===== src/source/raycast_pkg.sv =====
package raycast_pkg;

    typedef logic [15:0] pixel_t;                         // rgb565 colour
    typedef logic [15:0] addr_t;                          // frame buffer word address

    localparam int REC_W = 38;                            // dda column record width

    // record layout, low bit of each field
    localparam int HCOUNT_LSB    = 29;                    // screen column, 9 bits
    localparam int HCOUNT_W      = 9;
    localparam int HEIGHT_LSB    = 21;                    // line height, 8 bits
    localparam int HEIGHT_W      = 8;
    localparam int WALL_TYPE_BIT = 20;                    // 0 x side, 1 y side
    localparam int MAP_LSB       = 16;                    // map cell code, 4 bits
    localparam int MAP_W         = 4;
    localparam int WALLX_LSB     = 0;                     // fractional hit position
    localparam int WALLX_W       = 16;

    localparam pixel_t BACKGROUND_COLOR = 16'hFFFF;       // sky / floor
    localparam pixel_t BLACK_WALL       = 16'h0000;
    localparam pixel_t GREEN_WALL       = 16'h7670;
    localparam pixel_t SHADE_MASK       = 16'h7BEF;       // drops the bits shifted across fields

    localparam logic [3:0] MAP_FLAT_LAST = 4'd2;          // codes 0..2 are flat
    localparam logic [3:0] MAP_TEX_FIRST = 4'd3;          // codes 3..5 are textured
    localparam logic [3:0] MAP_TEX_LAST  = 4'd5;

endpackage


===== src/source/column_sequencer.sv =====
`timescale 1ns/1ps

module column_sequencer #(
    parameter int SCREEN_WIDTH  = 320,
    parameter int SCREEN_HEIGHT = 180
) (
    input  logic                          pixel_clk_in,
    input  logic                          rst_in,
    input  logic                          dda_fifo_tvalid_in,
    input  logic [raycast_pkg::REC_W-1:0] dda_fifo_tdata_in,
    input  logic                          dda_fifo_tlast_in,
    input  logic                          fb_swap_ready_in,
    output logic                          transformer_tready_out,
    output logic                          issue_valid,       // one row per clock while flattening
    output logic [9:0]                    row,
    output logic [9:0]                    draw_start,
    output logic [9:0]                    draw_end,
    output logic [3:0]                    map_code,
    output logic                          wall_type,
    output logic [15:0]                   wall_x,
    output raycast_pkg::addr_t            row_addr,
    output logic                          row_last
);
    import raycast_pkg::*;

    localparam logic [9:0] HALF_H   = 10'(SCREEN_HEIGHT / 2);
    localparam logic [9:0] LAST_ROW = 10'(SCREEN_HEIGHT - 1);

    typedef enum logic [1:0] {
        S_WAIT,                                             // idle, any record accepted
        S_WAIT_FRAME,                                       // frame done, need swap ready
        S_FLATTEN                                           // walking rows of held record
    } state_t;

    state_t           state;
    logic [REC_W-1:0] rec_q;                                // record being flattened
    logic             tlast_q;                              // record closes the frame
    logic [9:0]       row_cnt;
    logic             accept;
    logic             last_row;

    logic [HCOUNT_W-1:0] hcount;
    logic [9:0]          half_len;
    logic [9:0]          ds_next;
    logic [9:0]          de_next;
    addr_t               addr_next;

    // handshake, swap ready only matters once a frame has ended
    assign accept = dda_fifo_tvalid_in && transformer_tready_out &&
                    ((state == S_WAIT) || (state == S_WAIT_FRAME && fb_swap_ready_in));
    assign last_row = (row_cnt == LAST_ROW);

    assign hcount    = rec_q[HCOUNT_LSB +: HCOUNT_W];
    assign half_len  = 10'(rec_q[HEIGHT_LSB +: HEIGHT_W] >> 1);
    assign ds_next   = HALF_H - half_len;                   // top of wall slice
    assign de_next   = HALF_H + half_len;                   // one past bottom
    assign addr_next = addr_t'(int'(hcount) + int'(row_cnt) * SCREEN_WIDTH);

    always_ff @(posedge pixel_clk_in) begin
        if (rst_in) begin
            state                  <= S_WAIT;
            transformer_tready_out <= 1'b1;                 // ready straight out of reset
            row_cnt                <= '0;
            issue_valid            <= 1'b0;
        end else begin
            issue_valid <= (state == S_FLATTEN);            // issue row_cnt this edge
            case (state)
                S_WAIT, S_WAIT_FRAME: begin
                    if (accept) begin
                        transformer_tready_out <= 1'b0;     // hold off until rows are out
                        row_cnt                <= '0;
                        state                  <= S_FLATTEN;
                    end
                end
                S_FLATTEN: begin
                    if (last_row) begin
                        transformer_tready_out <= 1'b1;
                        row_cnt                <= '0;
                        state                  <= tlast_q ? S_WAIT_FRAME : S_WAIT;
                    end else begin
                        row_cnt <= row_cnt + 10'd1;
                    end
                end
                default: state <= S_WAIT;
            endcase
        end
    end

    // record capture on the accept edge
    always_ff @(posedge pixel_clk_in) begin
        if (accept) begin
            rec_q   <= dda_fifo_tdata_in;
            tlast_q <= dda_fifo_tlast_in;
        end
    end

    // per-row fields, only meaningful with issue_valid
    always_ff @(posedge pixel_clk_in) begin
        row        <= row_cnt;
        draw_start <= ds_next;
        draw_end   <= de_next;
        map_code   <= rec_q[MAP_LSB +: MAP_W];
        wall_type  <= rec_q[WALL_TYPE_BIT];
        wall_x     <= rec_q[WALLX_LSB +: WALLX_W];
        row_addr   <= addr_next;
        row_last   <= tlast_q && last_row;                  // final row of frame's last column
    end

endmodule


===== config.mk =====
export PLATFORM = sky130hd
export DESIGN_NAME = column_sequencer
export DESIGN_NICKNAME = d
export VERILOG_FILES = /design/src/source/raycast_pkg.sv /design/src/source/column_sequencer.sv
export SDC_FILE = /design/constraint.sdc
export NUM_CORES = 1
export LEC_CHECK = 0
export ABC_AREA = 1
export BUFFER_PORTS_ARGS = -buffer_cell sky130_fd_sc_hd__buf_4
export CELL_PAD_IN_SITES_DETAIL_PLACEMENT = 0
export CELL_PAD_IN_SITES_GLOBAL_PLACEMENT = 1
export CORE_MARGIN = 1.5
export CORE_UTILIZATION = 40
export CTS_CLUSTER_DIAMETER = 50
export CTS_CLUSTER_SIZE = 14
export DETAILED_ROUTE_END_ITERATION = 7
export GPL_TIMING_DRIVEN = 0
export PLACE_DENSITY_LB_ADDON = 0.12
export SLEW_MARGIN = 0
export SYNTH_ARGS = -nofsm -noshare
export SYNTH_HDL_FRONTEND = slang
export SYNTH_SLANG_ARGS = --single-unit

===== constraint.sdc =====
create_clock -name pixel_clk_in -period 2.62 [get_ports pixel_clk_in]
set_input_delay 0.524 -clock pixel_clk_in [delete_from_list [all_inputs] [get_ports pixel_clk_in]]
set_output_delay 0.524 -clock pixel_clk_in [all_outputs]
set_load 0.1 [all_outputs]

== Word-level counts from Yosys, hierarchy flattened ==
Index checks and enable logic that the tools add are counted.

* Logic and storage cells: 45
* Input bits: 43
* Register bits: 117

* Add/subtract/negate cells: 4
* Multiplexer cells: 10
* Reductions and logical operators: 11
* Equal/unequal tests: 5
* $mul: 1

{| class="wikitable"
|+ Operators with widths
! operator !! number
|-
| 10-bit two-way mux || 2
|-
| 10-bit case mux with 2 select lines || 1
|-
| 9-bit by 16-bit adder with 16-bit output || 1
|-
| 10-bit by 1-bit adder with 10-bit output (second input constant) || 1
|-
| 10-bit by 8-bit equality test with 1-bit output (second input constant) || 1
|-
| 10-bit by 3-bit multiplier with 10-bit output (second input constant) || 1
|-
| 7-bit by 7-bit adder with 8-bit output (first input constant) || 1
|-
| 7-bit by 7-bit subtractor with 8-bit output (first input constant) || 1
|-
| 1-bit logical AND || 4
|-
| 2-bit two-way mux || 2
|-
| 2-bit inequality test (second input constant) || 2
|-
| 2-bit case mux with 2 select lines || 1
|-
| 2-bit AND reduction || 2
|-
| 1-bit two-way mux || 3
|-
| 3-bit AND reduction || 1
|-
| 2-bit by 1-bit equality test with 1-bit output (second input constant) || 1
|-
| 2-bit equality test (second input constant) || 1
|-
| 2-bit logical NOT || 1
|-
| 1-bit case mux with 2 select lines || 1
|-
| 2-bit nonzero test || 1
|-
| 2-bit OR reduction || 1
|-
| 1-bit logical OR || 1
|}

== Depth between registers and ports, before layout ==
* Word-level depth: 6
* Mapped depth: 13
* Gate-level depth less buffers: 13

== Worst setup path before layout ==
No wires, ideal clock.

* Path type: register to register
* From: register transformer_tready_out
* To: register rec_q[0], enable pin
* Clock period less this slack: 2470 ps
* Arrival: 2077 ps
* Required time: 2228 ps
* Buffers on the path: 0
* Cell stages (with the launch flop): 5
* Setup slack: 150 ps
* Path through: dfxtp_1 nand2_1 a21oi_1 nand2_1 inv_1

* Word-level cells in the longest chain between the ends: 2

{| class="wikitable"
|+ RTL lines
! element !! line !! RTL
|-
| from (decl) || column_sequencer.sv:13 || <nowiki>output logic transformer_tready_out,</nowiki>
|-
| from (signal assigned) || column_sequencer.sv:62 || <nowiki>transformer_tready_out <= 1'b1;</nowiki>
|-
| from (signal assigned) || column_sequencer.sv:70 || <nowiki>transformer_tready_out <= 1'b0;</nowiki>
|-
| from (signal assigned) || column_sequencer.sv:77 || <nowiki>transformer_tready_out <= 1'b1;</nowiki>
|-
| 1-bit logical AND (2 in series) || column_sequencer.sv:49 || <nowiki>assign accept = dda_fifo_tvalid_in && transformer_tready_out &&</nowiki>
|-
| via accept || column_sequencer.sv:39 || <nowiki>logic accept;</nowiki>
|-
| to (signal assigned) || column_sequencer.sv:92 || <nowiki>rec_q <= dda_fifo_tdata_in;</nowiki>
|-
| to (decl) || column_sequencer.sv:36 || <nowiki>logic [REC_W-1:0] rec_q;</nowiki>
|}

The timed path passes the listed nets, and every way through them passes these cells.
A chain may end at the register's enable or synchronous reset.

== Worst setup path after layout ==
* From: register row_cnt[3]
* To: register row_addr[15]

* Word-level cells in the longest chain between the ends: 2

{| class="wikitable"
|+ RTL lines
! element !! line !! RTL
|-
| from (decl) || column_sequencer.sv:38 || <nowiki>logic [9:0] row_cnt;</nowiki>
|-
| from (signal assigned) || column_sequencer.sv:81 || <nowiki>row_cnt <= row_cnt + 10'd1;</nowiki>
|-
| 10-bit by 3-bit multiplier with 10-bit output || column_sequencer.sv:57 || <nowiki>assign addr_next = addr_t'(int'(hcount) + int'(row_cnt) * SCREEN_WIDTH);</nowiki>
|-
| 9-bit by 16-bit adder with 16-bit output || column_sequencer.sv:57 ||
|-
| via addr_next[15] || column_sequencer.sv:46 || <nowiki>addr_t addr_next;</nowiki>
|-
| to (signal assigned) || column_sequencer.sv:105 || <nowiki>row_addr <= addr_next;</nowiki>
|-
| to (decl) || column_sequencer.sv:21 || <nowiki>output raycast_pkg::addr_t row_addr,</nowiki>
|}

The timed path passes the listed nets, and every way through them passes these cells.

==> results.py <==
metrics = {
    "timing": {
        "finalSetupViolCount": 0,
        "hold_viol_final": 0,
        "finalCritPeriodShare_pct": 90.7,
        "worst_slack_ns": 0.243,
        "fmax_mhz": 421,
        "fin_setup_tns_ns": 0,
        "tightest_slew_ns": 0.824,
        "rsz0062_at_grt": "false",
        "slew_headroom_pct": 45.0,
        "maxSlewViolCount": 0,
        "finClkSkew_ns": 0.00966,
        "period_needed_ns": 2.38,
    },
    "clock_network": {
        "root_buffer": "clkbuf_8",
        "ctsHtreeMaxLevel": 4,
        "clock_latency_ns": 0.50,
        "clock_path_buffers": 2,
        "cts_hold_buf": 0,
        "cts-buffers-inserted": 17,
        "cts_sinks": 115,
        "cts_tree": "built",
        "post_cts_buffers": 0,
        "clk_pin_slew_worst_paths_ns": 0.06,
    },
    "logic_synthesis": {
        "ys_warn_count": 0,
        "synth_edf_count": 38,
        "synth_ff_type": "dfxtp_1",
        "async_reset_ff_share_pct": 0,
        "yosys_register_bits": 115,
        "ys_seq_area_share_pct": 65.1,
        "synth-xor-area-share_pct": 3.58,
        "synth-compound-area-share_pct": 4.52,
        "synthAdderAreaFrac_pct": 7.34,
        "yosys.area_share.simple_pct": 14.2,
        "synth_area_mm2": 0.00412,
        "synth_top_family_by_area": "simple AND/OR/NAND/NOR gates",
        "ys_types": 32,
        "synth_area_per_cell_um2": 11.3,
        "synth_mux_area_share_pct": 0,
        "synth_cells": 365,
    },
    "hold_path": {
        "hp-start": "dda_fifo_tdata_in[25]",
        "holdPathEnd": "rec_q[25]",
        "hold_class": "in -> reg",
        "worstHoldPathCells": 1,
    },
    "die": {
        "io_pins": 113,
        "core_area_mm2": 0.00986,
        "rows": 36,
        "die_y_um": 105,
        "die_w_um": 105,
        "start_util_pct": 41.8,
        "dieArea_mm2": 0.0109,
    },
    "global_routing": {
        "grt_pass1_vias": 2647,
        "grt_first_pass_wirelength_mm": 12.7,
        "overflow": 0,
        "grt_max_degree": 39,
        "antenna_found_initial": 0,
        "grt.total_usage_pct": 14.9,
    },
    "placement": {
        "dp_slack_ns": 0.112,
        "io_buffers": 108,
        "gp_congestion": 0.837,
        "place.detailed.hpwl_mm": 5.58,
    },
    "setup_path": {
        "worstSetupEndpointType": "flop",
        "reg2reg_slack_ns": 0.24,
        "r2r.worst_path.cells": 12,
        "r2r-start": "row_cnt[3]",
        "crit_fanout": 8,
        "cp-start-kind": "flop",
        "r2r-end": "row_addr[15]",
        "cp.required_ns": 3.02,
        "critical_path_class": "reg -> reg",
        "crit_arrival_ns": 2.77,
    },
    "final_layout": {
        "syn2layout_area_growth_pct": 39.0,
        "drive_above_1_share_pct": 34.4,
        "multi_input_area_mm2": 0.00123,
        "seq_area_mm2": 0.00269,
        "fill_cells": 831,
        "diodes": 0,
        "nNetsFinal": 559,
    },
    "drt": {
        "drt-initial-drc-count": 90,
        "num_vias": 2827,
        "wl_mm": 8.03,
        "routedWlPerCell_um": 12.6,
        "detail-route-antenna-nets": 0,
        "drc": 0,
        "first_pass_iters": 4,
        "drt-vias-per-instance": 4.42,
    },
    "power_and_ir_drop": {
        "peakVddDrop_mv": 0.428,
        "power_leakage_nw": 2.64,
        "power.density_mw_per_mm2": 978,
    },
    "status": {
        "outcome": "complete, no violations",
    },
    "run": {
        "max-cap-violations": 0,
    },
}
-- placed cells by master (no fill, tap or decap), types with 2 or more instances in the layout --
| master | count |
|---|---|
| dfxtp_1 | 74 |
| conb_1 | 2 |
| nand3_2 | 4 |
| nand2_1 | 65 |
| inv_2 | 4 |
| nand2_2 | 6 |
| bufinv_16 | 3 |
| nand4_1 | 8 |
| dfxtp_2 | 3 |
| o21bai_1 | 2 |
| inv_6 | 5 |
| o21ai_0 | 7 |
| buf_4 | 113 |
| a21oi_1 | 18 |
| fa_1 | 2 |
| inv_1 | 41 |
| nor2_2 | 4 |
| a21oi_2 | 2 |
| clkbuf_16 | 16 |
| xor2_1 | 12 |
| nor3_1 | 3 |
| nor2_1 | 16 |
| xnor2_1 | 3 |
| edfxtp_1 | 38 |
| nand3_1 | 16 |
| inv_8 | 6 |
| ha_1 | 21 |
-- flip-flops by register name (all words and copies together), names as in the netlist --
signal	count
issue_valid	1
rec_q	37
wall_x	16
transformer_tready_out	1
map_code	4
row_last	1
row	10
tlast_q	1
draw_start	7
draw_end	8
row_cnt	10
state	2
row_addr	16
wall_type	1
-- layer usage --
layer / up-vias / part of all wire, % / GRT usage, %
met5: - / 0 / 0
li1: 1459 / - / -
met2: 85 / 46 / 22.9
met1: 1275 / 49 / 19.6
met3: 8 / 5.0 / 5.39
met4: 0 / 0.80 / 4.76
-- metrics by stage --
stage	total power, mW	cells	cell area, µm²	hold WS (ns)	util (%)
final	5.61	639	5730	0.197	58.1
after global routing	5.80	639	5730	0.161	58.1
after CTS	5.66	639	5730	0.168	58.1
after detailed placement	3.24	607	5100	0.327	51.7
after global placement	3.24	607	5100	0.324	51.7
after floorplan	2.98	366	4130	0.323	-
-- synth_stat cells, types with 2 or more instances --
master	n	share of area (%)
nand2_1	65	5.9
nand3_2	4	0.97
a21oi_2	2	0.42
edfxtp_1	38	28
inv_2	3	0.27
dfxtp_1	77	37
nand4_1	8	1.2
nor3_1	3	0.36
nand2_2	6	0.91
buf_4	5	0.91
nor2_2	4	0.61
xor2_1	12	2.5
o21ai_0	7	0.85
ha_1	21	6.4
fa_1	2	0.97
nor2_1	16	1.5
o21bai_1	2	0.36
a21oi_1	18	2.2
xnor2_1	3	0.64
nand3_1	16	1.9
inv_1	42	3.8
-- power by group --
part	internal (mW)	leakage [nW]	switching (mW)
Clock	1.50	0.306	0.904
Sequential	2.02	0.999	0.0554
Combinational	0.217	1.33	0.910
-- critical path, cell delays in order, from the launching register on --
cell	delay, ns
dfxtp_2	0.44
ha_1	0.28
ha_1	0.25
inv_1	0.08
fa_1	0.44
nor2_1	0.16
nand3_1	0.13
nand2_1	0.10
nand2_1	0.06
nor2_2	0.13
nand3_1	0.10
nand2_1	0.06
nand2_1	0.05
-- layout make-up --
cell class | count | area share (%)
timing repair buffer | 108 | 14.1
sequential | 115 | 46.9
clock inverter | 15 | 3.65
buffer | 7 | 0.808
inverter | 45 | 2.95
tap | 133 | 2.90
clock buffer | 17 | 7.23
multi-input combinational | 199 | 21.4
-- timing repair --
item	4_1_cts	5_1_grt
setup endpoints to repair	0	2
resized for setup	0	3
endpoints found under the hold margin	0	0
-- logic make-up after synthesis --
group,after synthesis
and+or+nand+nor,125
xor gates and xnor gates,16
AOI/OAI and AO/OA,33
buffers and inverters,52
other,1
DFF,115
adders and majority gates,23
-- worst max-delay path by stage --
stage,from,endpoint,slack [ns]
after floorplan,transformer_tready_out,rec_q[0],0.15
after global placement,row_cnt[3],row_addr[15],0.10
after detailed placement,row_cnt[3],row_addr[15],0.11
after global routing,row_cnt[3],row_addr[15],0.05
after CTS,row_cnt[3],row_addr[15],0.07
final,row_cnt[3],row_addr[15],0.24
(Power assumes the default switching activity.)
