`src/source/raycast_pkg.sv`:
```
package raycast_pkg;

    typedef logic [15:0] pixel_t;                         // rgb565 colour
    typedef logic [15:0] addr_t;                          // frame buffer word address

    localparam int REC_W = 38;                            // dda column record width

    // record layout, low bit of each field
    localparam int HCOUNT_LSB    = 29;                    // screen column, 9 bits
    localparam int HCOUNT_W      = 9;
    localparam int HEIGHT_LSB    = 21;                    // line height, 8 bits
    localparam int HEIGHT_W      = 8;
    localparam int WALL_TYPE_BIT = 20;                    // 0 x side, 1 y side
    localparam int MAP_LSB       = 16;                    // map cell code, 4 bits
    localparam int MAP_W         = 4;
    localparam int WALLX_LSB     = 0;                     // fractional hit position
    localparam int WALLX_W       = 16;

    localparam pixel_t BACKGROUND_COLOR = 16'hFFFF;       // sky / floor
    localparam pixel_t BLACK_WALL       = 16'h0000;
    localparam pixel_t GREEN_WALL       = 16'h7670;
    localparam pixel_t SHADE_MASK       = 16'h7BEF;       // drops the bits shifted across fields

    localparam logic [3:0] MAP_FLAT_LAST = 4'd2;          // codes 0..2 are flat
    localparam logic [3:0] MAP_TEX_FIRST = 4'd3;          // codes 3..5 are textured
    localparam logic [3:0] MAP_TEX_LAST  = 4'd5;

endpackage

```
`src/source/flat_shader.sv`:
```
`timescale 1ns/1ps

module flat_shader (
    input  logic                pixel_clk_in,
    input  logic                rst_in,
    input  logic                issue_valid,
    input  logic [9:0]          row,
    input  logic [9:0]          draw_start,
    input  logic [9:0]          draw_end,
    input  logic [3:0]          map_code,
    input  logic                wall_type,
    input  raycast_pkg::addr_t  row_addr,
    input  logic                row_last,
    output logic                flat_valid,
    output raycast_pkg::pixel_t flat_pixel,
    output logic                flat_wall_type,
    output logic                flat_in_span,       // in span with a nonzero code
    output logic                flat_tex_select,    // code is a texture
    output raycast_pkg::addr_t  flat_addr,
    output logic                flat_last
);
    import raycast_pkg::*;

    logic       s1_valid;
    logic       s1_in_span;
    logic [3:0] s1_code;
    logic       s1_tex;
    logic       s1_wall;
    addr_t      s1_addr;
    logic       s1_last;
    pixel_t     wall_colour;

    always_ff @(posedge pixel_clk_in) begin
        if (rst_in) begin
            s1_valid   <= 1'b0;
            flat_valid <= 1'b0;
        end else begin
            s1_valid   <= issue_valid;
            flat_valid <= s1_valid;
        end
    end

    // stage one, span test and code decode
    always_ff @(posedge pixel_clk_in) begin
        s1_in_span <= (row >= draw_start) && (row < draw_end);
        s1_code    <= map_code;
        s1_tex     <= (map_code >= MAP_TEX_FIRST) && (map_code <= MAP_TEX_LAST);
        s1_wall    <= wall_type;
        s1_addr    <= row_addr;
        s1_last    <= row_last;
    end

    // only codes 1 and 2 have a flat colour of their own
    always_comb begin
        case (s1_code)
            4'd1:          wall_colour = BLACK_WALL;
            MAP_FLAT_LAST: wall_colour = GREEN_WALL;
            default:       wall_colour = BACKGROUND_COLOR;
        endcase
    end

    // stage two, colour pick and sideband kept in step with texture path
    always_ff @(posedge pixel_clk_in) begin
        flat_pixel      <= s1_in_span ? wall_colour : BACKGROUND_COLOR;
        flat_in_span    <= s1_in_span && (s1_code != 4'd0);
        flat_tex_select <= s1_tex;
        flat_wall_type  <= s1_wall;
        flat_addr       <= s1_addr;
        flat_last       <= s1_last;
    end

endmodule

```
`config.mk`:
```
export PLATFORM = sky130hd
export DESIGN_NAME = flat_shader
export DESIGN_NICKNAME = d
export VERILOG_FILES = /design/src/source/raycast_pkg.sv /design/src/source/flat_shader.sv
export SDC_FILE = /design/constraint.sdc
export NUM_CORES = 1
export LEC_CHECK = 0
export BUFFER_PORTS_ARGS = -buffer_cell sky130_fd_sc_hd__buf_2
export CORE_MARGIN = 4
export CORE_UTILIZATION = 30
export DETAILED_ROUTE_END_ITERATION = 6
export PLACE_DENSITY = 0.55
export SLEW_MARGIN = 10
export SYNTH_ARGS = -nofsm -noshare
export SYNTH_HDL_FRONTEND = slang
export SYNTH_SLANG_ARGS = --single-unit
```
`constraint.sdc`:
```
create_clock -name pixel_clk_in -period 2.9 [get_ports pixel_clk_in]
set_input_delay 0.435 -clock pixel_clk_in [delete_from_list [all_inputs] [get_ports pixel_clk_in]]
set_output_delay 0.435 -clock pixel_clk_in [all_outputs]
set_load 0.01 [all_outputs]
```
=== Word-level counts from Yosys, hierarchy flattened ===
Cells that the tools add are included.

* Reduce and logical (&&, ||, !) cells: 4
* Muxes and demuxes: 1
* Equality and inequality tests: 2
* Order comparisons: 4

{| class="wikitable"
|+ Operators with widths
! operator !! count
|-
| 16-bit case mux with 2 select lines || 1
|-
| 10-bit >= comparator || 1
|-
| 10-bit less-than comparator || 1
|-
| 4-bit by 1-bit == test with 1-bit output, second input constant || 1
|-
| 4-bit by 2-bit == test with 1-bit output, second input constant || 1
|-
| 4-bit by 2-bit >= comparator with 1-bit output, second input constant || 1
|-
| 4-bit by 3-bit <= comparator with 1-bit output, second input constant || 1
|-
| 4-bit nonzero test || 1
|-
| 1-bit logical AND || 3
|}

* Bits in registers: 62
* Logic and storage cells: 25

=== Logic depth before layout (Yosys ltp) ===
Gate-level depths: netlist of the first run.

* Word-level depth: 2
* Depth in mapped cells: 7
* Depth with buffers taken out: 7

=== Least setup slack after synthesis of the first run ===
Ideal clock, no wire load.

* Kind: input to register
* Start: input row[0]
* End: register s1_in_span
* Buffers on the path: 0
* Arrival: 1345 ps
* Cell stages on the path: 7
* Required time: 2776 ps
* Setup slack: 1431 ps
* Setup time: 124 ps
* Cell sequence: inv_1 ha_1 nand2b_1 a21oi_1 nor3_1 nor4_1 nor3_2

* Word-level cells in the longest chain between the ends: 2
* Elaborated cells on any way between the ends: 3
* Classes of those cells: order compare: 2; reduce/logical: 1

{| class="wikitable"
|+ RTL lines
! item !! line !! text
|-
| start, declared || flat_shader.sv:7 || <nowiki>input logic [9:0] row,</nowiki>
|-
| 10-bit >= comparator or 10-bit less-than comparator (tied branches) || flat_shader.sv:45 || <nowiki>s1_in_span <= (row >= draw_start) && (row < draw_end);</nowiki>
|-
| 1-bit logical AND (*) || flat_shader.sv:45 ||
|-
| end signal, assigned || flat_shader.sv:45 ||
|-
| end, declared || flat_shader.sv:25 || <nowiki>logic s1_in_span;</nowiki>
|}

Every way passes the cells marked *; elsewhere a longest branch is shown, timed or not.
A chain may end at the register's enable or synchronous reset.

=== Final worst setup path of the first run ===
Same ends and word-level chain as after synthesis.

==> flow_summary_export.csv, run 1 <==
group,metric,value,unit
synthesis,syn_area,1600,µm²
global_route,grt_overflow,0,
clocking,ctsResizeCount,0,
global_route,antenna_found_initial,0,
global_route,grt_use_total,8.98,%
synthesis,synth_nets,211,
clocking,cts_tree,"done",
synthesis,ys_types,23,
clocking,clk_latency,290,ps
setup_path,crit_type,"primary input to flip-flop",
cells_and_area,most-common-layout-cells,"buf_2 (91), dfxtp_1 (48), inv_1 (19), ha_1 (19)",
cells_and_area,layout_commonest_cell,"buf_2",
min_path,whs_path_depth,1,
clocking,clock-sinks,48,
timing,tightest_slew,313,ps
detailed_routing,routed_wl,2890,µm
detailed_routing,wl_per_cell,9.88,µm
detailed_routing,drc_errors,0,
timing,fin_skew,2.52,ps
clocking,cts_buffers,5,
clocking,post_cts_buffers,0,
timing,hold_violations,0,
synthesis,yosys.area_share.simple,7.11,%
cells_and_area,area_growth,33.4,%
min_path,hold_class,"primary input to flip-flop",
synthesis,synth_compound_area_share,5.71,%
global_route,grt_pass1_wl,4440,µm
cells_and_area,final_area,2130,µm²
detailed_routing,antenna_left,0,
placed_design,placement.io_buffers,91,
timing,fmax,736,MHz
placed_design,dp_hpwl,2500,µm
setup_path,crit_arrival,1540,ps
setup_path,crit_path_start,"row[0]",
cells_and_area,drive_above_1_share,45.5,%
synthesis,synth-seq-cells,48,
floorplan,core_area,5140,µm²
setup_path,worstReg2RegStart,"s1_code[1]$_DFF_P_",
flow_run,maxCapViolCount,0,
synthesis,synth_top_family_by_area,"adder cells",
floorplan,fp.dieW,81.0,µm
synthesis,synth_fa_ha_area_share,14.9,%
floorplan,die_area,6570,µm²
setup_path,cp-end-kind,"flip-flop",
cells_and_area,utilization,41.5,%
clocking,clock-root-buffer,"clkbuf_8",
detailed_routing,drt_first_pass_iters,4,
setup_path,ff2ff_path_depth,1,
timing,finalSetupTns,0,ps
detailed_routing,via_per_inst,3.89,
synthesis,synth.yosys.warnings,0,
floorplan,pin_count,92,
synthesis,synthMuxAreaShare,0.704,%
pwr,leakagePower,1.11,nW
run_status,status,"complete, no violations",
floorplan,core.rowCount,26,
floorplan,start_util,31.1,%
timing,setup_viol,0,
timing,min_period,1360,ps
synthesis,synth-xor-area-share,0.547,%
synthesis,syn_avg_cell_area,11.7,µm²
timing,relSlewSlack,78.9,%
global_route,grt_pass1_vias,1108,
setup_path,worstPathRequired,3080,ps
clocking,holdBufCountCts,0,
timing,rsz0062_at_grt,"no",
pwr,powerDensity,580,nW/µm²
clocking,clockBufferDepth,2,
setup_path,start_kind,"primary input",
cells_and_area,nFillCells,520,
global_route,grt_max_degree,16,
pwr,max-vdd-ir-drop,209,µV
timing,timing.final.max_slew_violations,0,
setup_path,cp_max_fo,2,
synthesis,netlist_instances,137,
cells_and_area,layout.nets,295,
detailed_routing,dr_total_vias,1135,
min_path,hp-start,"row_addr[10]",
floorplan,die_height,81.0,µm
placed_design,gp_congestion,0.753,
clocking,path_clk_slew,80,ps
cells_and_area,antenna_cells,0,
detailed_routing,drt_iter0_markers,14,
synthesis,ys_seq_area_share,60.0,%
clocking,h-tree-depth,2,
placed_design,placed_cell_area,2040,µm²
timing,timing.final.crit_share,46.8,%
-- path summary, 6_finish.rpt --
kind | slack [ps] | to
worst min register to register | 330 | flat_addr[6]$_DFF_P_
worst max register to register | 2040 | flat_in_span$_DFF_P_
worst max-delay path | 1540 | s1_in_span$_DFF_P_
worst min-delay path | 240 | s1_addr[10]$_DFF_P_
-- sequential cells by signal, summed over array words and instances (netlist names) --
| register | cells |
|---|---|
| s1_wall | 1 |
| flat_tex_select | 1 |
| flat_in_span | 1 |
| flat_wall_type | 1 |
| s1_tex | 1 |
| s1_last | 1 |
| s1_in_span | 1 |
| flat_last | 1 |
| flat_addr | 16 |
| flat_pixel | 2 |
| s1_addr | 16 |
| s1_code | 4 |
| flat_valid | 1 |
| s1_valid | 1 |
-- synth_stat cells --
cell type,number,area [µm²]
nor2_1,3,11.3
a21oi_1,6,30.0
nand4_1,2,12.5
a2bb2oi_1,1,8.76
nor2b_1,2,12.5
o41a_1,1,11.3
mux2_2,1,11.3
nor3_1,2,10.0
buf_4,14,105
nand2b_1,2,12.5
inv_1,19,71.3
a21o_1,1,7.51
nor3_2,1,10.0
a211oi_1,2,15.0
xor2_1,1,8.76
nor4_1,1,6.26
nand4b_1,1,8.76
nand3_1,3,15.0
nand2_1,4,15.0
o21ai_0,2,10.0
a41oi_1,1,8.76
dfxtp_1,48,961
ha_1,19,238
-- layer usage --
metal  part of all wire [%]  up-vias  track usage (%)
li1                       -      601                -
met1                     40      464             10.0
met2                     44       64             14.9
met3                     13        6             3.44
met4                    2.2        0             4.56
met5                      0        -                0
-- critical path: stages --
cell and delay (ps):
buf_2 80, inv_1 30, ha_1 270, nand2b_1 140, a21oi_1 160, nor3_1 60, nor4_1 300, nor3_2 70
-- stage by stage --
stage / worst slack (ps) / hold WS (ps) / cells / power, mW
finish: 1540 / 240 / 292 / 1.24
global route: 1420 / 219 / 292 / 1.30
CTS: 1550 / 225 / 292 / 1.26
detailed placement: 1230 / 312 / 284 / 0.857
global placement: 1280 / 310 / 284 / 0.855
floorplan: 1430 / 310 / 137 / 0.789
-- cell families after synthesis --
kind of cell               Yosys count
muxes                                1
DFF                                 48
AOI/OAI and AO/OA                   14
xor gates and xnor gates             1
adders and majority gates           19
and+or+nand+nor                     21
buffers and inverters               33
-- where the power goes --
part | internal, mW | switching (mW) | total (mW) | leakage [nW]
Sequential | 0.695 | 0.0104 | 0.705 | 0.404
Clock | 0.195 | 0.204 | 0.398 | 0.0516
Combinational | 0.0702 | 0.0630 | 0.133 | 0.655
-- final cells by class --
class | instances | area [µm²] | share of cell area (%)
tap | 70 | 87.6 | 4.10
clock buffer | 6 | 82.6 | 3.87
inverter | 19 | 71.3 | 3.34
multi-input combinational | 56 | 463 | 21.7
sequential | 48 | 961 | 45.0
timing repair buffer | 91 | 455 | 21.3
clock inverter | 2 | 13.8 | 0.645
Note: power is estimated with default switching activity, not from simulation.
==> inputs of run 2 (changes only) <==
--- a/config.mk
+++ b/config.mk
@@ -9,7 +9,7 @@
 export CORE_MARGIN = 4
 export CORE_UTILIZATION = 30
 export DETAILED_ROUTE_END_ITERATION = 6
-export PLACE_DENSITY = 0.55
+export PLACE_DENSITY = 0.58
 export SLEW_MARGIN = 10
 export SYNTH_ARGS = -nofsm -noshare
 export SYNTH_HDL_FRONTEND = slang
==> constraint.sdc (replaced) <==
create_clock -name pixel_clk_in -period 1.1 [get_ports pixel_clk_in]
set_input_delay 0.165 -clock pixel_clk_in [delete_from_list [all_inputs] [get_ports pixel_clk_in]]
set_output_delay 0.165 -clock pixel_clk_in [all_outputs]
set_load 0.01 [all_outputs]
==> run 2 against run 1 <==
Compared with the run above: sequential power rose to 2.6 times the previous value; non-clock buffer count up 26; core utilization up 6.1 points; flip-flop and latch count unchanged; total power rose to 2.7 times the previous value; count of clock-buffer cells in the layout unchanged; worst setup slack worse by 1400 ps; first-iteration DRC count up 79%; clock skew down 1.6 ps; clock power rose to 2.6 times the previous value; design area up 15%; combinational power rose to 3.4 times the previous value; critical path type unchanged; largest power group unchanged; highest routed layer unchanged.
==> flow_summary_export.csv, run 2 (synthesized netlist as in run 1, its figures left out) <==
group,metric,value,unit
placed_design,placed_cell_area,2110,µm²
placed_design,dp_hpwl,2520,µm
cells_and_area,largest_registers,"flat_addr x16, s1_addr x16, s1_code x4",
cells_and_area,antenna_cells,0,
pwr,power,3.37,mW
timing,hold_violations,0,
pwr,max-vdd-ir-drop,533,µV
timing,holdWs,42.1,ps
clocking,clockBufferDepth,2,
setup_path,start_kind,"primary input",
cells_and_area,area_growth,52.9,%
timing,timing.final.crit_share,91.0,%
detailed_routing,via_per_inst,3.88,
global_route,grt_use_total,10.0,%
cells_and_area,final_area,2450,µm²
timing,timing.final.max_slew_violations,0,
timing,setup_slack,99.5,ps
floorplan,start_util,31.1,%
floorplan,fp.dieW,81.0,µm
setup_path,crit_type,"primary input to flip-flop",
setup_path,cp_max_fo,2,
timing,min_period,1000,ps
cells_and_area,utilization,47.6,%
setup_path,cp-end-kind,"flip-flop",
cells_and_area,layout_commonest_cell,"buf_2",
pwr,powerDensity,1380,nW/µm²
placed_design,gp_congestion,0.719,
timing,fmax,1000,MHz
global_route,grt_pass1_wl,5000,µm
global_route,grt_overflow,0,
timing,setup_viol,0,
setup_path,cp_top_family,"buffers and inverters",
detailed_routing,drt_iter0_markers,25,
setup_path,cp.buffers_inverters,2,
global_route,grt_pass1_vias,1177,
cells_and_area,layout.nets,321,
timing,relSlewSlack,82.5,%
floorplan,die_area,6570,µm²
clocking,h-tree-depth,2,
floorplan,die_height,81.0,µm
clocking,post_cts_buffers,0,
flow_run,maxCapViolCount,0,
timing,tightest_slew,261,ps
clocking,cts_tree,"done",
setup_path,slowest_delay,520,ps
timing,rsz0062_at_grt,"no",
pwr,leakagePower,1.23,nW
detailed_routing,drt_first_pass_iters,4,
detailed_routing,wl_per_cell,10.4,µm
detailed_routing,drc_errors,0,
run_status,status,"complete, no violations",
floorplan,core.rowCount,26,
clocking,clock-root-buffer,"clkbuf_8",
timing,fin_skew,0.939,ps
placed_design,placement.io_buffers,91,
min_path,hold_class,"primary input to flip-flop",
setup_path,path_cells,"dlygate4sd3_1 > buf_2 > mux2_2 > nor2_1",
setup_path,critPathSlowestCell,"dlygate4sd3_1",
detailed_routing,routed_wl,3310,µm
setup_path,crit_arrival,1220,ps
floorplan,core_area,5140,µm²
clocking,path_clk_slew,80,ps
cells_and_area,most-common-layout-cells,"buf_2 (91), dfxtp_1 (46), dlygate4sd3_1 (22)",
cells_and_area,drive_above_1_share,46.4,%
clocking,cts_buffers,5,
setup_path,worstPathRequired,1320,ps
global_route,grt_max_degree,16,
clocking,clock-sinks,48,
clocking,clk_latency,290,ps
detailed_routing,dr_total_vias,1235,
global_route,antenna_found_initial,0,
detailed_routing,antenna_left,0,
floorplan,pin_count,92,
placed_design,preCtsSetupSlack,-264,ps
[run 2: stage by stage]
step | cells | TNS [ps]
after floorplan | 137 | -53.8
after global placement | 288 | -241
after detailed placement | 288 | -264
after CTS | 318 | 0
after global routing | 318 | 0
final | 318 | 0
[run 2: path summary, 6_finish.rpt]
kind                           end           startpoint  slack (ps)  cells past startpoint
max                 s1_tex$_DFF_P_          map_code[2]         100                      4
min            s1_valid$_SDFF_PP0_               rst_in          40                      2
max reg2reg   flat_in_span$_DFF_P_   s1_code[1]$_DFF_P_         240                      1
min reg2reg  flat_addr[14]$_DFF_P_  s1_addr[14]$_DFF_P_         330                      0
[run 2: power breakdown]
group / leakage, nW / internal [mW] / switching [mW]
logic: 0.772 / 0.265 / 0.193
clock network: 0.0516 / 0.513 / 0.535
registers: 0.403 / 1.83 / 0.0284
[run 2: per-layer routing]
metal	vias to the layer above	wire length, µm	global-route usage (%)
li1	655	-	-
met4	0	98	5.24
met2	65	1580	17.6
met5	-	0	0
met1	507	1260	10.7
met3	8	366	3.22
[run 2: area by class of cell]
cell class / instances / area, µm²
Clock buffer: 6 / 82.6
Clock inverter: 2 / 13.8
Fill cell: 517 / 2690
Inverter: 19 / 76.3
Multi-Input combinational cell: 56 / 517
Sequential cell: 48 / 963
Tap cell: 70 / 87.6
Timing Repair Buffer: 117 / 706
[run 2: what timing repair did]
item / in CTS / in global routing
hold endpoints to repair: 22 / 0
hold buffers: 22 / 0
endpoints found under the setup margin: 0 / 13
gates resized for setup: 0 / 4
