**config.mk**
```make
export PLATFORM = sky130hd
export DESIGN_NAME = pixel_merge
export DESIGN_NICKNAME = d
export VERILOG_FILES = /design/src/source/raycast_pkg.sv /design/src/source/pixel_merge.sv
export SDC_FILE = /design/constraint.sdc
export NUM_CORES = 1
export LEC_CHECK = 0
export ABC_AREA = 1
export BUFFER_PORTS_ARGS = -buffer_cell sky130_fd_sc_hd__buf_4
export CORE_MARGIN = 2
export CORE_UTILIZATION = 36
export DETAILED_ROUTE_END_ITERATION = 8
export HOLD_SLACK_MARGIN = 0.08
export PLACE_DENSITY_LB_ADDON = 0.25
export REMOVE_ABC_BUFFERS = 1
export SLEW_MARGIN = 5
export SYNTH_ARGS = -nofsm -noshare
export SYNTH_HDL_FRONTEND = slang
export SYNTH_SLANG_ARGS = --single-unit
export TNS_END_PERCENT = 30
```
**constraint.sdc**
```tcl
create_clock -name pixel_clk_in -period 0.9 [get_ports pixel_clk_in]
set_clock_uncertainty 0.15 [all_clocks]
set_input_delay 0.135 -clock pixel_clk_in [delete_from_list [all_inputs] [get_ports pixel_clk_in]]
set_output_delay 0.135 -clock pixel_clk_in [all_outputs]
set_load 0.005 [all_outputs]
```
**src/source/raycast_pkg.sv**
```systemverilog
package raycast_pkg;

    typedef logic [15:0] pixel_t;                         // rgb565 colour
    typedef logic [15:0] addr_t;                          // frame buffer word address

    localparam int REC_W = 38;                            // dda column record width

    // record layout, low bit of each field
    localparam int HCOUNT_LSB    = 29;                    // screen column, 9 bits
    localparam int HCOUNT_W      = 9;
    localparam int HEIGHT_LSB    = 21;                    // line height, 8 bits
    localparam int HEIGHT_W      = 8;
    localparam int WALL_TYPE_BIT = 20;                    // 0 x side, 1 y side
    localparam int MAP_LSB       = 16;                    // map cell code, 4 bits
    localparam int MAP_W         = 4;
    localparam int WALLX_LSB     = 0;                     // fractional hit position
    localparam int WALLX_W       = 16;

    localparam pixel_t BACKGROUND_COLOR = 16'hFFFF;       // sky / floor
    localparam pixel_t BLACK_WALL       = 16'h0000;
    localparam pixel_t GREEN_WALL       = 16'h7670;
    localparam pixel_t SHADE_MASK       = 16'h7BEF;       // drops the bits shifted across fields

    localparam logic [3:0] MAP_FLAT_LAST = 4'd2;          // codes 0..2 are flat
    localparam logic [3:0] MAP_TEX_FIRST = 4'd3;          // codes 3..5 are textured
    localparam logic [3:0] MAP_TEX_LAST  = 4'd5;

endpackage

```
**src/source/pixel_merge.sv**
```systemverilog
`timescale 1ns/1ps

module pixel_merge (
    input  logic                pixel_clk_in,
    input  logic                rst_in,
    input  logic                flat_valid,
    input  raycast_pkg::pixel_t flat_pixel,
    input  logic                flat_wall_type,
    input  logic                flat_in_span,
    input  logic                flat_tex_select,
    input  raycast_pkg::addr_t  flat_addr,
    input  logic                flat_last,
    input  logic                tex_valid,
    input  raycast_pkg::pixel_t tex_pixel,
    output logic                ray_valid_out,
    output raycast_pkg::addr_t  ray_address_out,
    output raycast_pkg::pixel_t ray_pixel_out,
    output logic                ray_last_pixel_out
);
    import raycast_pkg::*;

    logic   use_tex;
    logic   shade;
    pixel_t base_pixel;
    pixel_t out_pixel;

    // both paths are the same depth, so tex_valid lines up with flat_valid
    assign use_tex    = flat_tex_select && flat_in_span && tex_valid;
    assign base_pixel = use_tex ? tex_pixel : flat_pixel;
    assign shade      = flat_wall_type && flat_in_span;     // y side hits are drawn darker
    assign out_pixel  = shade ? ((base_pixel >> 1) & SHADE_MASK) : base_pixel;

    always_ff @(posedge pixel_clk_in) begin
        if (rst_in) begin
            ray_valid_out      <= 1'b0;
            ray_last_pixel_out <= 1'b0;
        end else begin
            ray_valid_out      <= flat_valid;
            ray_last_pixel_out <= flat_last;                // final row of a frame's last column
        end
    end

    // write payload
    always_ff @(posedge pixel_clk_in) begin
        ray_address_out <= flat_addr;
        ray_pixel_out   <= out_pixel;
    end

endmodule

```
**Word level (Yosys, flattened, before mapping)**

Index checks and enable logic that the tools add are counted.

- Bits in registers: 34
- Input port bits: 56
- Output and inout bits: 34
- Logic and storage cells: 10

- Muxes and demuxes: 2
- Reduce and logical (&&, ||, !) cells: 3

Operators by type and width:

| cell | count |
|---|---|
| $mux W16 | 1 |
| $mux W15 | 1 |
| $logic_and A1 B1 Y1 | 3 |

**Depth between registers and ports, before layout**

Gate-level depths: netlist (run 1).

- Depth after elaboration: 4
- Mapped depth: 6
- Gate-level depth less buffers: 4

**Worst setup path after synthesis (run 1)**

Ideal clock, no wire load.

- Kind: in2reg
- From: input port flat_tex_select
- To: register ray_pixel_out[12]
- Library setup time: 113 ps
- Data arrival time: 681 ps
- Required time: 637 ps
- Slack: -44 ps
- Cell stages on the path: 5
- Buffers on the path: 2
- Cell sequence: buf_4 -> buf_2 -> nand4_1 -> nand3_1 -> nand2_1

- Longest elaborated chain between the ends: 4

RTL lines:

| what | line | RTL |
|---|---|---|
| start: declaration | pixel_merge.sv:10 | `input logic flat_tex_select,` |
| $logic_and A1 B1 Y1 (2 in series) | pixel_merge.sv:28 | `assign use_tex = flat_tex_select && flat_in_span && tex_valid;` |
| $mux W16 | pixel_merge.sv:29 | `assign base_pixel = use_tex ? tex_pixel : flat_pixel;` |
| $mux W15 | pixel_merge.sv:31 | `assign out_pixel = shade ? ((base_pixel >> 1) & SHADE_MASK) : base_pixel;` |
| via out_pixel[12] | pixel_merge.sv:25 | `pixel_t out_pixel;` |
| end signal: assignment | pixel_merge.sv:46 | `ray_pixel_out <= out_pixel;` |
| end: declaration | pixel_merge.sv:17 | `output raycast_pkg::pixel_t ray_pixel_out,` |

The timed path passes the listed nets, and every way through them passes these cells.
A chain may end at the register's enable or synchronous reset.

**Worst setup path after layout (run 1)**

- From: register ray_address_out[7]
- To: output port ray_address_out[7]

RTL lines:

| what | line | RTL |
|---|---|---|
| start: declaration | pixel_merge.sv:16 | `output raycast_pkg::addr_t ray_address_out,` |
| start signal: assignment | pixel_merge.sv:45 | `ray_address_out <= flat_addr;` |

No word-level cell between the ends.

==> impl_results.md, run 1 <==
- Outcome: finished, violations left
- Failing checks: hold timing, setup timing
- Synth warnings: 0
- Syn Inst Count: 159
- CTS Hold Bufs: 19
- Detailed placement HPWL: between 2000 and 3000 um
- Routed WL: 3810 um
- Initial Utilization: 37.9%
- CP Buf/Inv Count: 1
- PnR worst setup slack: -0.166 ns
- I/O Pins: 90
- Post-route ant nets: 0
- Routability cong.: 0.854
- WL/cell: 11.8 um
- Crit-path leading delay family: flip-flops
- DRC Markers: 0
- Compound-Gate Fraction of Synth Area: 0%
- Leakage Power: 1.29 nW
- Core Area: 3360 sq um
- Die H: 63.5 um
- Worst path arrival time: 0.78 ns
- Most common cell after layout, fill and taps aside: buf_4
- PortBufs: between 80 and 90
- Dpl cells: between 200 and 300
- Minimum clock period after layout: 1.07 ns
- Syn-to-layout area delta: 83.8%
- CTS tree: done
- Hold Vio Cnt, Final: 16
- Max incr delay on CP: between 0.3 and 0.4 ns
- Initial antenna violation count: 0
- Hold slack: -0.0509 ns
- # diodes: 0
- Slew HR: roughly four fifths
- CP Data Required Time: 0.61 ns
- First-pass GRT wire length: 6130 um
- Most frequent cells in the layout: buf_4 (84), inv_1 (34), nand2_1 (32), nand3_1 (26), dfxtp_1 (20)
- Final Non-Filler Cells: between 300 and 400
- Pre-antenna DRT Iters: 4
- Post-synthesis mux area share: 0%
- Post-CTS Setup Bufs: 0
- Period utilization: 118%
- Critical Path Sink Type: output port
- Worst-Margin Slew: 0.273 ns
- # setup viols final: 34
- Post-layout util: ~70%
- CTS clock-pin slew for the worst setup and hold paths: around 0.10 ns
- Die area: 4030 sq um
- Vias in the first global route: between 1k and 1.5k
- Via count: 1428
- CP Max Fanout: 1
- Vias/cell: 4.42
- Gr ovfl total: 0
- Largest family of logic cells by synthesized area: simple AND/OR/NAND/NOR gates
- MaxCap Viol Count: 0
- Area post-placement: 2010 sq um
- Max Freq: roughly 940 MHz
- Post-Synth Adder-Cell Area: 0%
- Post-Synth XOR/XNOR Area: 0%
- Min-delay worst type: input port to flip-flop
- Net total in the final layout: 332
- Crit-path slowest cell: dfxtp_1
- Clk root buf: clkbuf_4
- #FFs+latches synth: 34
- Mapped cell area: 1270 sq um
- Power Density: 1400 nW/um^2
- Kind of critical path: flip-flop to output port
- Final setup TNS: -5.09 ns
- Final Max Slew Viols: 0
- Initial DRC Count: 47
- Peak VDD IR: ~0.7 mV
- Unrepaired setup endpoints after global routing: yes
- Htree depth: 2
- Ratio of cells with drive above 1 in the final layout: 44.8%
- Distinct cells, synth: 12
- Synth Area in Simple Gates: between 30 and 40%
- GR Util All Layers: 19.7%
- Crit-path cells: buf_4
- Syn Area/Cell: 8.01 sq um
- Design area: 2340 sq um
- Longest Clk Path Bufs: 2
- Largest net degree at the start of global routing: 17
- Inserted Clock Buffers: 5
- CTS Sinks: 34
- Die width: 63.5 um
- Startpoint types: flip-flop
- Sequential share of the synthesized area: roughly 53%
- FP Rows: 21
[layer usage]
metal,GRT usage [%],share of wire (%),vias up
met4,6.52,2.4,0
met1,24.9,42,600
met5,0,0,-
met2,31.3,44,92
li1,-,-,728
met3,6.61,11,8
[logic make-up (layout without fill, tap and decap cells)]
group / count (synthesis) / count (layout)
buf+inv: 44 / 162
flops: 34 / 34
simple gates: 81 / 81
[area by class of cell]
class,count,area (sq um)
inverter,35,131
fill,293,1020
sequential,34,698
timing repair buffer,119,1000
clock inverter,1,5.00
tap,46,57.6
multi-input combinational,81,393
clock buffer,7,55.1
[path summary, 6_finish.rpt]
kind	slack, ns	cells past startpoint	end	from
setup / recovery	-0.17	1	ray_address_out[7]	ray_address_out[7]$_DFF_P_
hold / removal	-0.05	5	ray_pixel_out[11]$_DFF_P_	tex_pixel[11]
[metrics by stage]
stage | worst slack [ns] | power [mW] | hold slack [ns]
after floorplan | 0.0645 | 1.85 | 0.0127
after global placement | -0.0605 | 2.30 | 0.0894
after detailed placement | -0.0737 | 2.31 | 0.0906
after CTS | -0.175 | 3.25 | -0.0637
after global routing | -0.217 | 3.48 | -0.0536
final | -0.166 | 3.28 | -0.0509
[synth_stat cells]
master	count	share of area, %
nand2_1	32	9.4
nor2_1	5	1.5
buf_4	2	1.2
buf_6	3	2.7
nand3_1	26	10
nand4_1	16	7.9
nand2_2	1	0.49
nand3_4	1	1.4
dfxtp_1	34	53
inv_1	34	10
buf_2	4	1.6
inv_2	1	0.29
[power breakdown]
part / switching (mW) / internal (mW) / total (mW)
clock: 0.497 / 0.379 / 0.875
combinational: 0.262 / 0.466 / 0.728
sequential: 0.0440 / 1.63 / 1.67
[tightest hold or removal path: stages]
cell and delay, ns:
buf_4 0.08, inv_1 0.03, nand4_1 0.05, nand3_1 0.06, nand2_1 0.05
[sequential cells by signal (all words and copies together), names as in the netlist]
register,cells
ray_valid_out,1
ray_last_pixel_out,1
ray_address_out,16
ray_pixel_out,16
[repair_timing]
item,4_1_cts,5_1_grt
setup endpoints to repair,34,34
resized for setup,11,19
hold endpoints to repair,34,16
pin swaps,0,0
No activity file was read; power rests on OpenSTA's default activity.
==> inputs of run 2 (changes only) <==
- ABC_CLOCK_PERIOD_IN_PS: default -> 900
- CELL_PAD_IN_SITES_DETAIL_PLACEMENT: default -> 1
- CELL_PAD_IN_SITES_GLOBAL_PLACEMENT: default -> 2
- CORE_UTILIZATION: 36 -> 18
- CTS_CLUSTER_SIZE: default -> 28
==> impl_results.md, run 2 (synthesis results as in run 1) <==
- Post-Place Setup Slack: -0.108 ns (was -0.0737 ns)
- CTS clock-pin slew for the worst setup and hold paths: 0.07 ns (was 0.10 ns)
- GR Util All Layers: 11.6% (was 19.7%)
- Most frequent cells in the layout: buf_4 (77), inv_1 (34), nand2_1 (32), nand3_1 (26), buf_6 (20) (was buf_4 (84), inv_1 (34), nand2_1 (32), nand3_1 (26), dfxtp_1 (20))
- Slew HR: 80.3% (was 81.8%)
- Initial antenna violation count: 0 (unchanged)
- Max Freq: 1000 MHz (was 938 MHz)
- # diodes: 0 (unchanged)
- PortBufs: 89 (unchanged)
- Ratio of cells with drive above 1 in the final layout: 46.0% (was 44.8%)
- Worst Setup EP: ray_address_out[0] (was ray_address_out[7])
- Most common cell after layout, fill and taps aside: buf_4 (unchanged)
- Final setup TNS: -2.93 ns (was -5.09 ns)
- Failing checks: setup timing (was hold timing, setup timing)
- Worst-Margin Slew: 0.295 ns (was 0.273 ns)
- Post-CTS Setup Bufs: 0 (unchanged)
- Routability cong.: 0.688 (was 0.854)
- Crit-path leading delay family: flip-flops (unchanged)
- Htree depth: 2 (unchanged)
- PnR worst setup slack: -0.0979 ns (was -0.166 ns)
- Crit-path cells: buf_6 (was buf_4)
- Minimum clock period after layout: 0.998 ns (was 1.07 ns)
- Startpoint types: flip-flop (unchanged)
- Pre-antenna DRT Iters: 6 (was 4)
- Leakage Power: 1.30 nW (was 1.29 nW)
- Die H: 88.1 um (was 63.5 um)
- Final Max Slew Viols: 0 (unchanged)
- Dpl cells: 344 (was 296)
- Min-delay worst type: input port to flip-flop (unchanged)
- CP Max Fanout: 1 (unchanged)
- First-pass GRT wire length: 6880 um (was 6130 um)
- Worst path arrival time: 0.71 ns (was 0.78 ns)
- Via count: 1402 (was 1428)
- Post-layout util: 35.7% (was 69.6%)
- CTS Hold Bufs: 19 (unchanged)
- CP Depth: 1 (unchanged)
- Global routing usage on met3: 3.96% (was 6.61%)
- Biggest regs: ray_address_out x16, ray_pixel_out x16 (unchanged)
- Longest Clk Path Bufs: 2 (unchanged)
- Routed WL: 4330 um (was 3810 um)
- Largest net degree at the start of global routing: 17 (unchanged)
- Overall power: 3.49 mW (was 3.28 mW)
- Max incr delay on CP: 0.33 ns (was 0.32 ns)
- Clk root buf: clkbuf_8 (was clkbuf_4)
- CP Buf/Inv Count: 1 (unchanged)
- Gr ovfl total: 0 (unchanged)
- FP Rows: 30 (was 21)
- Crit-path slowest cell: dfxtp_2 (was dfxtp_1)
- Design area: 2440 sq um (was 2340 sq um)
- Detailed placement HPWL: 3180 um (was 2520 um)
- Unrepaired setup endpoints after global routing: yes (unchanged)
- Power Density: 1430 nW/um^2 (was 1400 nW/um^2)
- Peak VDD IR: 0.391 mV (was 0.683 mV)
- Vias in the first global route: 1467 (was 1322)
- GRT Max-Usage Layer: met2 (unchanged)
- Area post-placement: 2070 sq um (was 2010 sq um)
- Net total in the final layout: 330 (was 332)
- Die area: 7770 sq um (was 4030 sq um)
- Kind of critical path: flip-flop to output port (unchanged)
- Outcome: finished, violations left (unchanged)
- Hold Vio Cnt, Final: 0 (was 16)
- MaxCap Viol Count: 0 (unchanged)
- Critical Path Sink Type: output port (unchanged)
- Die width: 88.1 um (was 63.5 um)
- Final Non-Filler Cells: 370 (was 323)
- Hold slack: 0.00847 ns (was -0.0509 ns)
- DRC Markers: 0 (unchanged)
- WL/cell: 11.7 um (was 11.8 um)
- Period utilization: 111% (was 118%)
- Core Area: 6830 sq um (was 3360 sq um)
- Crit. Startpoint: ray_address_out[0]$_DFF_P_ (was ray_address_out[7]$_DFF_P_)
- Inserted Clock Buffers: 5 (unchanged)
- Post-route ant nets: 0 (unchanged)
- # setup viols final: 34 (unchanged)
- Vias/cell: 3.79 (was 4.42)
- CTS Sinks: 34 (unchanged)
- I/O Pins: 90 (unchanged)
- Syn-to-layout area delta: 91.6% (was 83.8%)
- Initial DRC Count: 17 (was 47)
- CTS tree: done (unchanged)
- CP Data Required Time: 0.61 ns (about the same)
- Met1 Use GR: 15.4% (was 24.9%)
- Initial Utilization: 18.6% (was 37.9%)
- M2 GR Usage: 17.9% (was 31.3%)
## run 2: cell count changes in the layout (fill, tap and decap cells not counted)
cell      previous run  this run
dfxtp_1             20        16
clkbuf_1             1         0
buf_6               16        20
clkbuf_8             1         5
buf_12               0         1
dfxtp_2             14        18
clkbuf_4             5         0
clkinv_2             1         2
buf_4               84        77
## run 2: area by class of cell
cell class                 instances  area [sq um]
clock buffer                       5          68.8
clock inverter                     2          10.0
fill                             839          4390
inverter                          35           131
multi-input combinational         81           393
sequential                        34           703
tap                               96           120
timing repair buffer             117          1010
## run 2: how the worst min path moves through the flow
| stage | startpoint | to | cells past startpoint |
|---|---|---|---|
| after floorplan | flat_addr[0] | ray_address_out[0]$_DFF_P_ | 0 |
| after global placement | flat_addr[13] | ray_address_out[13]$_DFF_P_ | 1 |
| after detailed placement | flat_addr[11] | ray_address_out[11]$_DFF_P_ | 1 |
| after CTS | flat_pixel[11] | ray_pixel_out[11]$_DFF_P_ | 5 |
| after global routing | flat_pixel[12] | ray_pixel_out[12]$_DFF_P_ | 5 |
| final | flat_pixel[11] | ray_pixel_out[11]$_DFF_P_ | 5 |
## run 2: where the power goes
part	switching, mW	total, mW	internal [mW]
combinational	0.273	0.749	0.476
sequential	0.0466	1.68	1.63
clock	0.542	1.06	0.519
total	0.862	3.49	2.63
## run 2: repair_timing
item,in CTS,in global routing
setup endpoints to repair,34,34
endpoints found under the hold margin,34,13
gates cloned,0,0
resized for setup,21,17
## run 2: metal layers
layer / up-vias / wire length (um)
met2: 74 / 1750
met1: 600 / 2120
li1: 722 / -
met5: - / 0
met3: 6 / 407
met4: 0 / 49
==> inputs of run 3 (changes only) <==
- ABC_AREA: 1 -> default
- ABC_CLOCK_PERIOD_IN_PS: 900 -> default
==> impl_results.md, run 3 <==
- Outcome: finished, violations left (unchanged)
- Failing checks: hold timing, setup timing (was setup timing)
- Hold Vio Cnt, Final: 12 (was 0)
- Mapped cell area: 1110 sq um (was 1270 sq um)
- Leakage Power: 1.12 nW (was 1.30 nW)
- Longest Clk Path Bufs: 2 (unchanged)
- Crit. Startpoint: ray_pixel_out[3]$_DFF_P_ (was ray_address_out[0]$_DFF_P_)
- Minimum clock period after layout: 1.02 ns (was 0.998 ns)
- Commonest cells post-synth: dfxtp_1 (34), a21oi_1 (20), nand2_1 (17) (was dfxtp_1 (34), inv_1 (34), nand2_1 (32))
- CP Data Required Time: 0.61 ns (about the same)
- NetSw: 870 uW (was 862 uW)
- Share of power burned in registers: 41.2% (was 48.1%)
- PnR worst setup slack: -0.115 ns (was -0.0979 ns)
- Routability cong.: 0.741 (was 0.688)
- Net total in the final layout: 274 (was 330)
- Comb pwr share: 17.5% (was 21.4%)
- Routed WL: 4220 um (was 4330 um)
- Vias/cell: 4.06 (was 3.79)
- Sw Share: 21.2% (was 24.7%)
- Biggest regs: ray_address_out x16, ray_pixel_out x16 (unchanged)
- Peak VDD IR: 0.638 mV (was 0.391 mV)
- Critical Path Sink Type: output port (unchanged)
- Area leader, netlist: dfxtp_1 (unchanged)
- CTS tree: done (unchanged)
- Die area: 6790 sq um (was 7770 sq um)
- Hold slack: -0.0544 ns (was 0.00847 ns)
- Post-route ant nets: 0 (unchanged)
- Crit-path slowest cell: dfxtp_2 (unchanged)
- Vias in the first global route: 1346 (was 1467)
- Slew HR: 85.5% (was 80.3%)
- Syn Inst Count: 101 (was 159)
- # diodes: 0 (unchanged)
- Kind of critical path: flip-flop to output port (unchanged)
- Number of synthesized flops with an enable pin: 0 (unchanged)
- Largest net degree at the start of global routing: 21 (was 17)
- Core Area: 5920 sq um (was 6830 sq um)
- Inserted Clock Buffers: 5 (unchanged)
- CP Max Fanout: 1 (unchanged)
- Htree depth: 2 (unchanged)
- I/O Pins: 90 (unchanged)
- Initial antenna violation count: 0 (unchanged)
- Period utilization: 113% (was 111%)
- MaxCap Viol Count: 0 (unchanged)
- Detailed placement HPWL: 2950 um (was 3180 um)
- Dpl cells: 265 (was 344)
- Sequential share of the synthesized area: 61.5% (was 53.4%)
- Startpoint types: flip-flop (unchanged)
- Final setup TNS: -3.27 ns (was -2.93 ns)
- Fill count: 640 (was 839)
- Most frequent cells in the layout: buf_4 (69), buf_6 (24), dfxtp_2 (21), a21oi_1 (20), dlygate4sd3_1 (20) (was buf_4 (77), inv_1 (34), nand2_1 (32), nand3_1 (26), buf_6 (20))
- PortBufs: 89 (unchanged)
- Final Max Slew Viols: 0 (unchanged)
- Worst path arrival time: 0.73 ns (was 0.71 ns)
- Die H: 82.4 um (was 88.1 um)
- Count leader, synth: dfxtp_1
- WL/cell: 14.4 um (was 11.7 um)
- First-pass GRT wire length: 6220 um (was 6880 um)
- Gr ovfl total: 0 (unchanged)
- CTS clock-pin slew for the worst setup and hold paths: 0.08 ns (was 0.07 ns)
- Max Freq: 985 MHz (was 1000 MHz)
- Power Internal: 3.23 mW (was 2.63 mW)
- Synth top area share: 61.5% (was 53.4%)
- Clk network pwr share: 41.3% (was 30.4%)
- Synth top area cells: dfxtp_1 (61%), a21oi_1 (9.0%), a22oi_1 (8.8%) (was dfxtp_1 (53%), nand3_1 (10%), inv_1 (10%))
- Die width: 82.4 um (was 88.1 um)
- Worst Setup EP: ray_pixel_out[3] (was ray_address_out[0])
- CTS Sinks: 34 (unchanged)
- Syn Area/Cell: 11.0 sq um (was 8.01 sq um)
- DRC Markers: 0 (unchanged)
- Initial Utilization: 18.7% (was 18.6%)
- Unrepaired setup endpoints after global routing: yes (unchanged)
- Synth warnings: 0 (unchanged)
- GR Util All Layers: 12.4% (was 11.6%)
- Min-delay worst type: input port to flip-flop (unchanged)
- Syn-to-layout area delta: 112% (was 91.6%)
- Ys async rst share: 0% (unchanged)
- Initial DRC Count: 8 (was 17)
- Crit-path leading delay family: flip-flops (unchanged)
- Design area: 2340 sq um (was 2440 sq um)
- CTS Hold Bufs: 26 (was 19)
- Crit-path cells: buf_6 (unchanged)
- Power Density: 1750 nW/um^2 (was 1430 nW/um^2)
- Area post-placement: 1860 sq um (was 2070 sq um)
- CP Buf/Inv Count: 1 (unchanged)
- Clk root buf: clkbuf_8 (unchanged)
- Distinct cells, synth: 13 (was 12)
- Worst-Margin Slew: 0.213 ns (was 0.295 ns)
- Pre-antenna DRT Iters: 4 (was 6)
- Most common cell after layout, fill and taps aside: buf_4 (unchanged)
- #FFs+latches synth: 34 (unchanged)
- Top FF cell, synth: dfxtp_1 (unchanged)
- Ratio of cells with drive above 1 in the final layout: 58.4% (was 46.0%)
- Final Non-Filler Cells: 294 (was 370)
- # setup viols final: 35 (was 34)
- Via count: 1194 (was 1402)
- Max incr delay on CP: 0.33 ns (about the same)
- FP Rows: 28 (was 30)
- Post-layout util: 39.6% (was 35.7%)
- Overall power: 4.10 mW (was 3.49 mW)
- CP Depth: 1 (unchanged)
==> run 3: cell types whose count changed after synthesis, sizes merged, moves of 6 or more <==
| cell | before | now |
|---|---|---|
| a21oi | 0 | 20 |
| nand4 | 16 | 0 |
| mux2i | 0 | 6 |
| nand2 | 33 | 18 |
| inv | 35 | 0 |
| nand3 | 27 | 1 |
| a22oi | 0 | 13 |
==> run 3: area by class of cell <==
| class | count | area, sq um | share of cell area, % |
|---|---|---|---|
| clock buffers | 5 | 68.8 | 2.94 |
| clock inverters | 3 | 68.8 | 2.94 |
| multi-input cells | 62 | 383 | 16.3 |
| flip-flops and latches | 34 | 707 | 30.2 |
| well taps | 75 | 93.8 | 4.01 |
| repair buffers | 115 | 1020 | 43.6 |
==> run 3: layer usage <==
| metal | part of all wire, % | wire, um | global-route usage (%) | vias to the layer above |
|---|---|---|---|---|
| li1 | - | - | - | 586 |
| met1 | 41 | 1740 | 12.8 | 526 |
| met2 | 46 | 1950 | 22.3 | 76 |
| met3 | 11 | 471 | 5.65 | 6 |
| met4 | 1.4 | 57 | 3.50 | 0 |
| met5 | 0 | 0 | 0 | - |
==> run 3: worst min-delay path by stage <==
stage / startpoint / to / slack (ns) / cells after the start
CTS: flat_pixel[15] / ray_pixel_out[15]$_SDFF_PP0_ / -0.06 / 3
global placement: flat_addr[0] / ray_address_out[0]$_DFF_P_ / 0.09 / 1
global route: flat_pixel[15] / ray_pixel_out[15]$_SDFF_PP0_ / -0.06 / 3
floorplan: flat_addr[0] / ray_address_out[0]$_DFF_P_ / 0.01 / 0
detailed placement: flat_addr[3] / ray_address_out[3]$_DFF_P_ / 0.09 / 1
finish: tex_pixel[4] / ray_pixel_out[4]$_SDFF_PP0_ / -0.05 / 3
==> run 3: worst min-delay path, delay by kind of cell <==
family	cells	cell delay, ns
buffers and inverters	1	0.12
AND/OR/NAND/NOR	1	0.05
AO/OA/AOI/OAI	1	0.05
==> run 3: logic make-up after synthesis <==
logic type	Yosys count	synth area share (%)
flip-flops	34	61.5
AO/OA/AOI/OAI	33	17.9
AND/OR/NAND/NOR	23	9.94
buffers and inverters	5	5.31
multiplexers	6	5.42
==> run 3: repair_timing <==
item | in CTS | in global routing
gates resized for setup | 24 | 25
pin swaps | 0 | 1
setup endpoints to repair | 35 | 49
endpoints found under the hold margin | 34 | 16
buffers inserted | 0 | 0
==> run 3: metrics by stage <==
stage / worst slack [ns] / hold WS [ns]
2_1_floorplan: -0.104 / 0.0127
3_3_place_gp: -0.309 / 0.0900
3_5_place_dp: -0.327 / 0.0911
4_1_cts: -0.124 / -0.0626
5_1_grt: -0.145 / -0.0572
6_report: -0.115 / -0.0544
==> run 3: power by group through the flow <==
stage          clock network (mW)  registers, mW  logic [mW]
2_1_floorplan                   0           1.70       0.135
3_3_place_gp                    0           1.69       0.573
3_5_place_dp                    0           1.69       0.584
4_1_cts                      1.74           1.67       0.715
5_1_grt                      1.82           1.70       0.786
6_report                     1.69           1.69       0.719
